`src/include/icache_defines.svh`:
```
// fixed 2-way 4 KB geometry; widths below are derived by hand and must be kept consistent
`ifndef ICACHE_DEFINES_SVH
`define ICACHE_DEFINES_SVH

// --------------------------------------------------
// cache geometry
// --------------------------------------------------
`define ICACHE_WAYS        2   // ways per set
`define ICACHE_SETS        64  // sets per way
`define ICACHE_LINE_BEATS  4   // 64-bit words per 32-byte line

// --------------------------------------------------
// bus and field widths
// --------------------------------------------------
`define ICACHE_ADDR_W      32  // byte address
`define ICACHE_WORD_W      64  // cache word and memory beat
`define ICACHE_INDEX_W     6   // addr[10:5]
`define ICACHE_OFFSET_W    5   // addr[4:0]
`define ICACHE_TAG_W       21  // addr[31:11]

`endif

```
`src/hw/icache_pkg.sv`:
```
// shared types for the icache; widths come from icache_defines.svh, which must be on the include path
`default_nettype none

`include "icache_defines.svh"

package icache_pkg;

  typedef logic [`ICACHE_ADDR_W-1:0]            addr_t;   // byte address
  typedef logic [`ICACHE_WORD_W-1:0]            word_t;   // word / memory beat
  typedef logic [`ICACHE_TAG_W-1:0]             tag_t;    // addr[31:11]
  typedef logic [`ICACHE_INDEX_W-1:0]           index_t;  // set number
  typedef logic [`ICACHE_OFFSET_W-1:0]          offset_t; // byte in line
  typedef logic [$clog2(`ICACHE_LINE_BEATS)-1:0] beat_t;  // word in line
  typedef logic [$clog2(`ICACHE_WAYS)-1:0]      way_t;    // way number
  typedef logic [`ICACHE_WAYS-1:0]              ways_t;   // one bit per way

  // controller FSM
  typedef enum logic [1:0] {
    st_idle     = 2'd0,
    st_lookup   = 2'd1,
    st_miss_req = 2'd2,
    st_refill   = 2'd3
  } ctrl_state_e;

endpackage

`default_nettype wire

```
`src/hw/icache_hit_select.sv`:
```
// combinational hit logic; assumes at most one way hits per set, else words are OR-merged
`timescale 1ns/1ns
`default_nettype none

`include "icache_defines.svh"

module icache_hit_select (
  input  wire icache_pkg::tag_t  i_req_tag,
  input  wire icache_pkg::ways_t i_valid,
  input  wire icache_pkg::tag_t  i_tags  [`ICACHE_WAYS],
  input  wire icache_pkg::word_t i_words [`ICACHE_WAYS],
  output logic                   o_hit,
  output icache_pkg::word_t      o_hit_word
);

  icache_pkg::ways_t way_hit;                      // per-way compare result

  // --------------------------------------------------
  // tag compare
  // --------------------------------------------------
  always_comb begin
    for (int w = 0; w < `ICACHE_WAYS; w++) begin
      way_hit[w] = i_valid[w] && (i_tags[w] == i_req_tag);
    end
  end

  assign o_hit = |way_hit;

  // --------------------------------------------------
  // AND-OR word merge
  // --------------------------------------------------
  always_comb begin
    o_hit_word = '0;
    for (int w = 0; w < `ICACHE_WAYS; w++) begin
      o_hit_word = o_hit_word | ({`ICACHE_WORD_W{way_hit[w]}} & i_words[w]);
    end
  end

endmodule

`default_nettype wire

```
`config.mk`:
```
export PLATFORM = sky130hd
export DESIGN_NAME = icache_hit_select
export DESIGN_NICKNAME = d
export VERILOG_FILES = /design/src/hw/icache_pkg.sv /design/src/hw/icache_hit_select.sv
export VERILOG_INCLUDE_DIRS = /design/src /design/src/include
export SDC_FILE = /design/constraint.sdc
export NUM_CORES = 1
export LEC_CHECK = 0
export BUFFER_PORTS_ARGS = -buffer_cell sky130_fd_sc_hd__buf_2
export CORE_AREA = 2 2 101 103
export DETAILED_ROUTE_END_ITERATION = 12
export DIE_AREA = 0 0 103 105
export GPL_TIMING_DRIVEN = 0
export SYNTH_ARGS = -nofsm -noshare
export SYNTH_HDL_FRONTEND = slang
export SYNTH_SLANG_ARGS = --single-unit
```
`constraint.sdc`:
```
create_clock -name vclk -period 2
set_clock_uncertainty 0.1 [all_clocks]
set_input_delay 0.4 -clock vclk [all_inputs]
set_output_delay 0.4 -clock vclk [all_outputs]
set_load 0.01 [all_outputs]
```
# Word-level counts from Yosys, hierarchy flattened
# Index checks and enable logic that the tools add are counted.
# classes
mul	0
addsub	0
order_cmp	0
n_div	0
mux	0
shifts	0
n_reduce_logical	3
eq_ne	2
bitwise	3
# op_table
op	count
$and A64 B64 Y64	2
$or A64 B64 Y64	1
$eq A21 B21 Y1	2
$logic_and A1 B1 Y1	2
$reduce_or A2 Y1	1
# totals
memories	0
output_inout_bits	65
ram_bits	0
reg_bits	0
mem_bits_ro	0
inputBits	193
latch_bits	0

# Depth between registers and ports, before layout
# logic_depth
word_depth	4
ltp_mapped	6

# Least setup slack after synthesis
# Ideal clock, no wire load.
# synth_path
kind	input to output
start	input i_req_tag[3]
end	output o_hit_word[54]
arrival_ns	1.510
stages	6
t_required_ns	1.500
path_slack_ns	-0.010
cell_sequence	xnor2_1 -> nand4_1 -> nor4_2 -> buf_6 -> buf_12 -> a32o_1
# synth_between
elab_chain_cells	4
# synth_rtl
item	line_no	text
start: declaration	icache_hit_select.sv:8	input wire icache_pkg::tag_t i_req_tag,
$eq A21 B21 Y1	icache_hit_select.sv:23	way_hit[w] = i_valid[w] && (i_tags[w] == i_req_tag);
$logic_and A1 B1 Y1	icache_hit_select.sv:23	
$and A64 B64 Y64	icache_hit_select.sv:35	o_hit_word = o_hit_word | ({`ICACHE_WORD_W{way_hit[w]}} & i_words[w]);
$or A64 B64 Y64 *	icache_hit_select.sv:35	
end: declaration	icache_hit_select.sv:13	output icache_pkg::word_t o_hit_word
# Mark *: on every way between the ends. The rest lies on a longest branch, timed or not.

# Worst setup path in the final report
# layout_path
start	input i_tags[19] in the netlist's numbering
end	output o_hit_word[36]
# layout_between
elab_chain_cells	4
# layout_rtl
item	line_no	text
start: declaration	icache_hit_select.sv:10	input wire icache_pkg::tag_t i_tags [`ICACHE_WAYS],
$eq A21 B21 Y1	icache_hit_select.sv:23	
$logic_and A1 B1 Y1	icache_hit_select.sv:23	
$and A64 B64 Y64	icache_hit_select.sv:35	
$or A64 B64 Y64	icache_hit_select.sv:35	
# Every way passes these cells.

==> run metrics <==
status=complete, but fails checks; failing checks=setup timing; post-placement cell count=676; Seq cells=0; WP data arrival=1.87 ns; syn avg cell area=6.98 um^2; Final ANT Viol Nets=0; Vias/cell=4.76; VDD IR max=0.0841 mV; GRT Total Usage=16.7%; Final GP Congestion=0.795; Worst Hold Depth=3; Critical path origin=i_tags[19]; post-synth design cell area=1990 um^2; MaxCap Viol Count=0; antenna violations before repair=0; fin cells=690; Hold Path Sink=o_hit_word[50]; Multi-input gate area=1660 um^2; global-route wire length before repair=14800 um; # clk buffers=0; crit path kind=in2out; initial DRC count=102; post-route design area=4330 um^2; CP bufs+invs=5; DIE AREA=10800 um^2; pin count of the biggest net entering global routing=11; Crit-path slowest cell=nor4_4; die width=103 um; # IOs=258; sequential cell area fraction in the yosys report=0%; routed len/inst=15.3 um; 1st-pass router iterations=5; Congestion Overflow GR=0; final number of max-transition violations=0; Final Cycle Share=118%; initial core utilization=20.6%; pre-CTS setup slack=-0.482 ns; critical path cell sequence=buf_6, xnor2_2, nand4_1, nor4_4, buf_6, buf_12, buf_12, a32o_2, buf_6; # DRC=0; vias=3287; DRT Wirelength=10600 um; Worst path most repeated cell=buf_6; final hold vios=0; Worst slew margin=72.6%; filler cell count=980; register area=0 um^2; fin util=44.9%; family with the most delay on the worst path=buffers and inverters; # diodes=0; synth unique cells=19; Hold WC Path Type=in2out; Core Region=9640 um^2; ratio of cells with drive above 1 in the final layout=68.0%; vias in the first global route=3252; Lkg Pwr=2.48 nW; Final min period=2.37 ns; Setup crit end kind=primary output; min-delay src=i_words[50]; synthesis warning total=0; Tightest Pin Transition=0.410 ns; Total Power=0.484 mW; PwrDens=112 nW/um^2; port bufs=258; f_max=423 MHz; critical path fanouts, max=10; Critical Path Max Stage Delay=0.34 ns; FP Rows=36; syn_nets=478; post-DP HPWL=7770 um; Post-Synthesis Cells=285; Setup WS post-layout=-0.366 ns; Layout Nets=752; height of the chip=105 um; RSZ-0062 raised after global routing=yes; Finish-stage setup viols=65; dpl cell area=3460 um^2; Startpoint Class=primary input; WP data required=1.50 ns; area grow syn2layout=118%
==> stage by stage <==
step           TNS (ns)  hold slack [ns]
6_report         -20.72             1.02
5_1_grt          -25.75             1.04
4_1_cts          -22.52             1.02
3_5_place_dp     -28.46             1.03
3_3_place_gp     -28.22             1.03
2_1_floorplan         0            0.868
==> cells in the final DEF (no fill, tap or decap) <==
master     synthesis  routed
nand2_1            1       1
xnor2_4            0       2
buf_2             17     194
xor2_1             4       4
buf_12             5       7
nor4_1             1       1
nor3_4             0       1
clkbuf_2           0       5
a22o_1             1       1
nor3_2             0       3
buf_6              1      84
nand4_1            9       9
nor4_4             0       1
inv_1             64      64
xnor2_2            0      10
buf_4              3       8
a32o_2            45      55
nor3_1            64      60
nor2_1             1       1
and3_2             0       1
clkbuf_1           4       2
clkbuf_16          0       1
xnor2_1           38      26
a32o_1            19       9
nor4_2             2       1
buf_8              0       6
==> worst max path at each step <==
stage | endpoint | slack, ns | depth (start not counted)
2_1_floorplan | o_hit_word[14] | 0.006 | 6
3_3_place_gp | o_hit_word[21] | -0.48 | 8
3_5_place_dp | o_hit_word[51] | -0.48 | 8
4_1_cts | o_hit_word[54] | -0.37 | 9
5_1_grt | o_hit_word[36] | -0.43 | 9
6_report | o_hit_word[36] | -0.37 | 9
==> timing repair <==
action / 4_1_cts / 5_1_grt
cloned: 3 / 3
endpoints found under the setup margin: 65 / 65
pin swaps: 41 / 38
resized for setup: 120 / 28
endpoints found under the hold margin: 0 / 0
hold buffers: 0 / 0
buffers inserted: 10 / 1
==> area by class of cell <==
class,count,area share [%]
repair buffers,273,45.1
plain buffers,34,7.26
well taps,133,3.85
inverters,64,5.55
multi-input cells,186,38.3
==> power by group <==
part | switching (mW) | internal [mW]
clock | 0 | 0
combinational | 0.216 | 0.268
sequential | 0 | 0
total | 0.216 | 0.268
==> cell usage after synthesis <==
library cell / instances / area [um^2]
nand2_1: 1 / 3.75
nor3_1: 64 / 320
buf_4: 3 / 22.5
inv_1: 64 / 240
and3_1: 1 / 6.26
a22o_1: 1 / 8.76
xnor2_1: 38 / 333
nor4_1: 1 / 6.26
nor4_2: 2 / 25.0
buf_12: 5 / 100
nor2_1: 1 / 3.75
a32o_1: 19 / 190
nand4_1: 9 / 56.3
a32o_2: 45 / 507
buf_1: 5 / 18.8
buf_2: 17 / 85.1
buf_6: 1 / 11.3
clkbuf_1: 4 / 15.0
xor2_1: 4 / 35.0
==> metal layers <==
layer	vias to the layer above	routed length, um	share of wire, %	global-route usage [%]
li1	1595	-	-	-
met1	1509	3820	36	16.5
met2	175	5870	55	36.5
met3	8	747	7.1	1.34
met4	0	142	1.3	1.97
met5	-	0	0	0
==> cell families (layout without fill, tap and decap cells) <==
family | after synthesis | in the layout | share of synthesized area [%]
xor+xnor | 42 | 42 | 18.5
compound gates | 65 | 65 | 35.5
simple gates | 79 | 79 | 21.2
buf+inv | 99 | 371 | 24.8
(Power assumes the default switching activity.)
