--- src/include/icache_defines.svh ---
// fixed 2-way 4 KB geometry; widths below are derived by hand and must be kept consistent
`ifndef ICACHE_DEFINES_SVH
`define ICACHE_DEFINES_SVH

// --------------------------------------------------
// cache geometry
// --------------------------------------------------
`define ICACHE_WAYS        2   // ways per set
`define ICACHE_SETS        64  // sets per way
`define ICACHE_LINE_BEATS  4   // 64-bit words per 32-byte line

// --------------------------------------------------
// bus and field widths
// --------------------------------------------------
`define ICACHE_ADDR_W      32  // byte address
`define ICACHE_WORD_W      64  // cache word and memory beat
`define ICACHE_INDEX_W     6   // addr[10:5]
`define ICACHE_OFFSET_W    5   // addr[4:0]
`define ICACHE_TAG_W       21  // addr[31:11]

`endif

--- src/hw/icache_pkg.sv ---
// shared types for the icache; widths come from icache_defines.svh, which must be on the include path
`default_nettype none

`include "icache_defines.svh"

package icache_pkg;

  typedef logic [`ICACHE_ADDR_W-1:0]            addr_t;   // byte address
  typedef logic [`ICACHE_WORD_W-1:0]            word_t;   // word / memory beat
  typedef logic [`ICACHE_TAG_W-1:0]             tag_t;    // addr[31:11]
  typedef logic [`ICACHE_INDEX_W-1:0]           index_t;  // set number
  typedef logic [`ICACHE_OFFSET_W-1:0]          offset_t; // byte in line
  typedef logic [$clog2(`ICACHE_LINE_BEATS)-1:0] beat_t;  // word in line
  typedef logic [$clog2(`ICACHE_WAYS)-1:0]      way_t;    // way number
  typedef logic [`ICACHE_WAYS-1:0]              ways_t;   // one bit per way

  // controller FSM
  typedef enum logic [1:0] {
    st_idle     = 2'd0,
    st_lookup   = 2'd1,
    st_miss_req = 2'd2,
    st_refill   = 2'd3
  } ctrl_state_e;

endpackage

`default_nettype wire

--- src/hw/icache_ctrl.sv ---
// icache FSM; no new request accepted during a miss and o_rd_addr only meaningful while o_rd_req is high
`timescale 1ns/1ns
`default_nettype none

`include "icache_defines.svh"

module icache_ctrl (
  input  wire                      i_clk,
  input  wire                      i_rst,
  // cpu side
  input  wire                      i_valid,
  input  wire icache_pkg::tag_t    i_tag,
  input  wire icache_pkg::index_t  i_index,
  input  wire icache_pkg::offset_t i_offset,
  output logic                     o_addr_ok,
  output logic                     o_data_ok,
  output icache_pkg::word_t        o_rdata,
  // memory side
  output logic                     o_rd_req,
  output icache_pkg::addr_t        o_rd_addr,
  input  wire                      i_rd_rdy,
  input  wire                      i_ret_valid,
  input  wire                      i_ret_last,
  input  wire icache_pkg::word_t   i_ret_data,
  // lookup result
  input  wire                      i_hit,
  input  wire icache_pkg::word_t   i_hit_word,
  // way control
  output icache_pkg::index_t       o_rd_index,
  output icache_pkg::beat_t        o_word_sel,
  output icache_pkg::tag_t         o_req_tag,
  output icache_pkg::ways_t        o_fill_en,
  output icache_pkg::beat_t        o_fill_beat,
  output icache_pkg::word_t        o_fill_data
);

  icache_pkg::ctrl_state_e state_q;
  icache_pkg::ctrl_state_e state_d;

  icache_pkg::tag_t   req_tag_q;                   // request buffer
  icache_pkg::index_t req_index_q;
  icache_pkg::beat_t  req_word_q;

  icache_pkg::beat_t  beat_q;                      // refill beat count
  icache_pkg::way_t   victim_q;                    // round-robin pointer

  icache_pkg::beat_t  in_word;
  logic               in_idle;
  logic               in_lookup;
  logic               in_miss_req;
  logic               in_refill;
  logic               accept;
  logic               ret_beat;
  logic               fill_done;

  assign in_word     = i_offset[`ICACHE_OFFSET_W-1 -: $bits(icache_pkg::beat_t)];
  assign in_idle     = (state_q == icache_pkg::st_idle);
  assign in_lookup   = (state_q == icache_pkg::st_lookup);
  assign in_miss_req = (state_q == icache_pkg::st_miss_req);
  assign in_refill   = (state_q == icache_pkg::st_refill);

  assign o_addr_ok = in_idle || (in_lookup && i_hit);
  assign accept    = o_addr_ok && i_valid;
  assign ret_beat  = in_refill && i_ret_valid;
  assign fill_done = ret_beat && i_ret_last;

  // --------------------------------------------------
  // state machine
  // --------------------------------------------------
  always_comb begin
    state_d = state_q;
    case (state_q)
      icache_pkg::st_idle: begin
        if (i_valid) state_d = icache_pkg::st_lookup;
      end
      icache_pkg::st_lookup: begin
        if (!i_hit) state_d = icache_pkg::st_miss_req;
        else if (!i_valid) state_d = icache_pkg::st_idle; // else stay for a pipelined hit
      end
      icache_pkg::st_miss_req: begin
        if (i_rd_rdy) state_d = icache_pkg::st_refill;
      end
      icache_pkg::st_refill: begin
        if (fill_done) state_d = icache_pkg::st_idle;
      end
      default: state_d = icache_pkg::st_idle;
    endcase
  end

  always_ff @(posedge i_clk) begin
    if (i_rst) begin
      state_q <= icache_pkg::st_idle;
    end else begin
      state_q <= state_d;
    end
  end

  // request buffer loaded on every accept
  always_ff @(posedge i_clk) begin
    if (accept) begin
      req_tag_q   <= i_tag;
      req_index_q <= i_index;
      req_word_q  <= in_word;
    end
  end

  // --------------------------------------------------
  // refill tracking
  // --------------------------------------------------
  always_ff @(posedge i_clk) begin
    if (i_rst) begin
      beat_q <= '0;
    end else if (in_miss_req && i_rd_rdy) begin
      beat_q <= '0;                                // line transfer starts
    end else if (ret_beat) begin
      beat_q <= beat_q + 1'b1;
    end
  end

  always_ff @(posedge i_clk) begin
    if (i_rst) begin
      victim_q <= '0;
    end else if (fill_done) begin
      victim_q <= victim_q + 1'b1;                 // wraps over all ways
    end
  end

  // way addressing follows the incoming request only when it is taken
  assign o_rd_index  = accept ? i_index : req_index_q;
  assign o_word_sel  = accept ? in_word : req_word_q;
  assign o_req_tag   = req_tag_q;

  assign o_fill_en   = ret_beat ? (icache_pkg::ways_t'(1) << victim_q) : '0;
  assign o_fill_beat = beat_q;
  assign o_fill_data = i_ret_data;

  // --------------------------------------------------
  // responses
  // --------------------------------------------------
  assign o_rd_req  = in_miss_req;
  assign o_rd_addr = {req_tag_q, req_index_q, {`ICACHE_OFFSET_W{1'b0}}}; // line aligned

  // critical word is forwarded as it arrives
  assign o_data_ok = (in_lookup && i_hit) || (ret_beat && (beat_q == req_word_q));
  assign o_rdata   = in_lookup ? i_hit_word : i_ret_data;

endmodule

`default_nettype wire

--- config.mk ---
export PLATFORM = sky130hd
export DESIGN_NAME = icache_ctrl
export DESIGN_NICKNAME = d
export VERILOG_FILES = /design/src/hw/icache_pkg.sv /design/src/hw/icache_ctrl.sv
export VERILOG_INCLUDE_DIRS = /design/src /design/src/include
export SDC_FILE = /design/constraint.sdc
export NUM_CORES = 1
export LEC_CHECK = 0
export ABC_AREA = 0
export BUFFER_PORTS_ARGS = -buffer_cell sky130_fd_sc_hd__buf_2
export CAP_MARGIN = 20
export CORE_AREA = 10 10 134 136
export CTS_BUF_LIST = sky130_fd_sc_hd__clkbuf_8
export CTS_CLUSTER_DIAMETER = 200
export CTS_CLUSTER_SIZE = 20
export DETAILED_ROUTE_END_ITERATION = 16
export DIE_AREA = 0 0 144 146
export PLACE_DENSITY_LB_ADDON = 0.25
export SLEW_MARGIN = 5
export SYNTH_ARGS = -nofsm -noshare
export SYNTH_HDL_FRONTEND = slang
export SYNTH_SLANG_ARGS = --single-unit
--- constraint.sdc ---
create_clock -name i_clk -period 4.51 [get_ports i_clk]
set_clock_uncertainty 0.05 [all_clocks]
set_input_delay 0.2255 -clock i_clk [delete_from_list [all_inputs] [get_ports i_clk]]
set_output_delay 0.2255 -clock i_clk [all_outputs]
set_load 0.01 [all_outputs]
Word level (Yosys, flattened, before mapping)
Cells that the tools add are included.
{"block": "op_classes", "addsub": 2, "n_eq_ne": 8, "n_shift": 1, "n_mux": 10, "n_reduce_logical": 11}
{"operator": "64-bit two-way mux", "n": 1}
{"operator": "2-bit two-way mux", "n": 7}
{"operator": "2-bit one-hot mux with 4 select lines", "n": 1}
{"operator": "1-bit logical AND", "n": 6}
{"operator": "6-bit two-way mux", "n": 1}
{"operator": "2-bit == test (second input constant)", "n": 2}
{"operator": "2-bit != test (second input constant)", "n": 2}
{"operator": "4-bit AND reduction", "n": 1}
{"operator": "3-bit != test (second input constant)", "n": 1}
{"operator": "2-bit by 1-bit adder with 2-bit output (second input constant)", "n": 1}
{"operator": "2-bit by 1-bit == test with 1-bit output (second input constant)", "n": 1}
{"operator": "2-bit == test", "n": 1}
{"operator": "2-bit zero test", "n": 1}
{"operator": "1-bit logical OR", "n": 2}
{"operator": "2-bit by 1-bit != test with 1-bit output (second input constant)", "n": 1}
{"operator": "2-bit OR reduction", "n": 1}
{"operator": "1-bit by 1-bit << shifter with 2-bit output (first input constant)", "n": 1}
{"operator": "1-bit adder (second input constant)", "n": 1}
{"block": "word_totals", "reg_bits": 34, "in_bits": 167, "output_inout_bits": 196, "word_cells": 38}

Depth between registers and ports, before layout
{"block": "logic_depth", "ltp_word": 5, "ltp_mapped": 5, "ltp_nobuf": 4}

Least setup slack after synthesis
OpenSTA, ideal clock, no wires.
{"block": "synth_path", "path_kind": "register to output", "startpoint": "register state_q[0]", "endpoint": "output o_word_sel[0]", "arrival_time_ps": 1544, "t_required_ps": 4234, "path_slack_ps": 2690, "stages_incl_launch_ff": 5, "n_path_buf": 0, "cell_sequence": "dfxtp_1 -> nand2b_1 -> nand3_2 -> inv_1 -> mux2_2"}
{"block": "synth_via", "elab_chain_len": 5, "word_cells_on_any_way": 6, "cone_classes": "eq/ne: 1; mux: 1; reduce/logical: 4"}
{"item": "start: declaration", "line": "icache_ctrl.sv:37", "source": "icache_pkg::ctrl_state_e state_q;"}
{"item": "start signal: assignment", "line": "icache_ctrl.sv:92", "source": "state_q <= icache_pkg::st_idle;"}
{"item": "start signal: assignment", "line": "icache_ctrl.sv:94", "source": "state_q <= state_d;"}
{"item": "2-bit by 1-bit == test with 1-bit output", "line": "icache_ctrl.sv:58", "source": "assign in_lookup = (state_q == icache_pkg::st_lookup);"}
{"item": "1-bit logical AND", "line": "icache_ctrl.sv:62", "source": "assign o_addr_ok = in_idle || (in_lookup && i_hit);"}
{"item": "1-bit logical OR (*)", "line": "icache_ctrl.sv:62"}
{"item": "1-bit logical AND (*)", "line": "icache_ctrl.sv:63", "source": "assign accept = o_addr_ok && i_valid;"}
{"item": "2-bit two-way mux (*)"}
{"item": "end: declaration", "line": "icache_ctrl.sv:30", "source": "output icache_pkg::beat_t o_word_sel,"}
Every way passes the cells marked *; elsewhere a longest branch is shown, timed or not.

==> impl_results.md <==
* Total negative slack for setup checks at 0 ps
* Number of CTS-inserted buffers at 5
* Non-filler cells in the finished layout at 693
* Maximum fanout encountered on the critical timing path at 46
* Worst min-delay path class: in -> reg
* Average detailed-routed wire length per instance at 18.9 um
* Kind of end point of the critical path: output port
* Clock slew at reported path FFs at 70 ps
* Global-route met3 utilization at 0.0414
* Register area share after synthesis at 0.316
* Start-to-end type of the worst setup path: reg -> out
* TritonCTS clock tree: done
* Fraction of layout cells with a size suffix above 1 at 0.868
* Post-synthesis cell area at 2820 sq um
* Critical path data required time at 4230 ps
* Total of buffers placed on input and output ports at 354
* Clock latency of the later-clocked register in the worst-skew pair at 290 ps
* First-pass iteration count of the detailed router at 4
* Post-Syn Area per Cell at 12.2 sq um
* Die outline width at 144 um
* Total of warnings raised by yosys at 0
* Root Driver: clkbuf_8
* Fraction of met1 tracks used by global routing at 0.117
* Minimum period implied by the final worst setup slack at 2750 ps
* First DRT Iteration DRCs at 72
* Cell type with the largest total area after synthesis: mux2_4
* WL final at 13100 um
* Vias in the first global route at 2891
* Cells resized by post-CTS repair at 0
* RSZ-0062 raised after global routing: no
* Period utilization at 0.610
* Wire length of the first global-routing pass at 18100 um
* Grt met2 use at 0.206
* Floorplan Core Area at 15500 sq um
* Core Rows at 46
* Number of antenna violations at the first check in global routing at 0
* Global-route congestion overflow total at 0
* Worst ir drop on vdd at 126 uV
* Outcome: finished clean
* Gp weighted congestion at 0.751
* Avg Vias per Cell at 3.79
* Hold Buf Count CTS at 0
* Post-synthesis instance total at 231
* Overall die area at 21000 sq um
* Flip-flop and latch count after synthesis at 34
* Power per standard cell area at 250 nW/um^2
* Post-detail-place hpwl at 11700 um
* Largest net degree at the start of global routing at 47
* Die Y-Extent at 146 um
* Net count reported at finish at 667
* Peak Freq at 0.363 GHz
* Count of antenna-violating nets left after detailed routing at 0
* Number of placed I/O pins at 363
* Global route hottest layer: met2
* Leakage power at 0.00239 uW
* Worst rel slew slack at 0.426
* Ranking of synthesized cells by area: mux2_4 (26%), buf_4 (24%), edfxtp_1 (22%)
* Fillcell total at 1678
* Setup Fix Bufs, Post-CTS at 0
* Post-route DRC at 0
* Routed via count at 2629
* Type of origin of the critical path: flop
* Starting density of the core at 0.182
* Final number of setup-violating endpoints at 0
* Total count of hold-check failures in the final report at 0
* Layout overhead on the synthesized area at 48.2%
* Clock Tree Buf Depth at 2
* Number of unique standard cell types used by synthesis at 26
* Clock sink count at 34
* Arr. time, crit path at 2480 ps
* Depth of the CTS H-tree at 2
* Slew of the pin with the lowest slew margin at 859 ps
* Number of placed instances, taps included at 685
* Area share of the largest cell type after synthesis at 0.261
* Number of max-slew violations in the final report at 0
* Overall global routing resource usage at 0.111
* Maximum capacitance violations at 0
* Ant. Diodes at 0
## worst paths after layout
| path | slack, ps | to | cells past startpoint | start |
|---|---|---|---|---|
| worst max-delay path | 1760 | o_rdata[54] | 5 | flop |
| worst min-delay path | 60 | o_req_tag[13] | 1 | i_tag[13] |
| worst min register to register | 450 | req_index_q[2] | 1 | req_index_q[2] |
| worst max register to register | 2500 | req_word_q[0] | 4 | state_q[0] |
## through the flow
| stage | power, uW | utilization | hold WS [ps] | setup WS, ps | cell area, sq um |
|---|---|---|---|---|---|
| 6_report | 1040 | 0.270 | 57.5 | 1760 | 4180 |
| 5_1_grt | 1110 | 0.270 | 48.4 | 1610 | 4180 |
| 4_1_cts | 1060 | 0.270 | 50.5 | 1740 | 4180 |
| 3_5_place_dp | 846 | 0.265 | 354 | 2060 | 4100 |
| 3_3_place_gp | 844 | 0.265 | 353 | 2070 | 4100 |
| 2_1_floorplan | 670 | - | 248 | 2690 | 2840 |
## cells by family after synthesis
group           after synthesis  share of synthesized area
simple gates                 12                     0.0244
mux                          72                      0.352
compound gates                6                     0.0151
other cells                   1                    0.00133
flops                        34                      0.316
xor+xnor                      5                     0.0155
buf+inv                     101                      0.276
## synthesized netlist by cell type (all sizes together)
master   number
buf          97
mux2         72
edfxtp       21
dfxtp        13
inv           4
nor2          3
xor2          3
a211oi        2
a21oi         2
nand3         2
xnor2         2
a2111oi       1
and2          1
and3          1
and4          1
conb          1
nand2         1
nand2b        1
nand4         1
nor3          1
o32ai         1
## metal layers
metal | routed length [um] | vias up
li1 | - | 1240
met1 | 4780 | 1194
met2 | 6760 | 187
met3 | 1530 | 8
met4 | 53 | 0
met5 | 0 | -
## worst max-delay path: stages, from the launching register on
cell,delay (ps)
dfxtp_1,420
inv_1,130
nand2_4,560
buf_4,480
mux2_4,340
buf_2,180
## state kept, by name, indices dropped and copies added (netlist names), named ones only
signal,count
o_req_tag,21
req_index_q,6
o_fill_beat,2
req_word_q,2
state_q,1
victim_q,1
## power by group
group          leakage [uW]  switching (uW)  internal (uW)
sequential         0.000310            14.3            361
clock             0.0000468             110            104
combinational       0.00203             224            232
## layout make-up
type | count | area [sq um] | area share
Timing Repair Buffer | 355 | 1780 | 0.425
Multi-Input combinational cell | 100 | 1180 | 0.281
Sequential cell | 34 | 891 | 0.213
Tap cell | 192 | 240 | 0.0574
Clock buffer | 5 | 68.8 | 0.0165
Inverter | 4 | 15.0 | 0.00359
Clock inverter | 3 | 12.5 | 0.00299
## layout by cell type (no fill, tap or decap)
| master | count |
|---|---|
| buf_2 | 354 |
| mux2_4 | 49 |
| mux2_2 | 23 |
| edfxtp_1 | 21 |
| dfxtp_1 | 13 |
| inv_1 | 5 |
| conb_1 | 5 |
| clkbuf_8 | 5 |
| nor2_1 | 3 |
| xor2_1 | 3 |
| a21oi_1 | 2 |
| a211oi_1 | 2 |
| xnor2_1 | 2 |
| nand2_4 | 1 |
| nand3_1 | 1 |
| nand2b_1 | 1 |
| nand3_2 | 1 |
| o32ai_1 | 1 |
| and3_1 | 1 |
| and2_1 | 1 |
| and4_1 | 1 |
| nor3_1 | 1 |
| nand4_1 | 1 |
| a2111oi_0 | 1 |
| clkinv_1 | 1 |
| clkinv_2 | 1 |
| buf_4 | 1 |
Power figures use the tool's default switching activity.
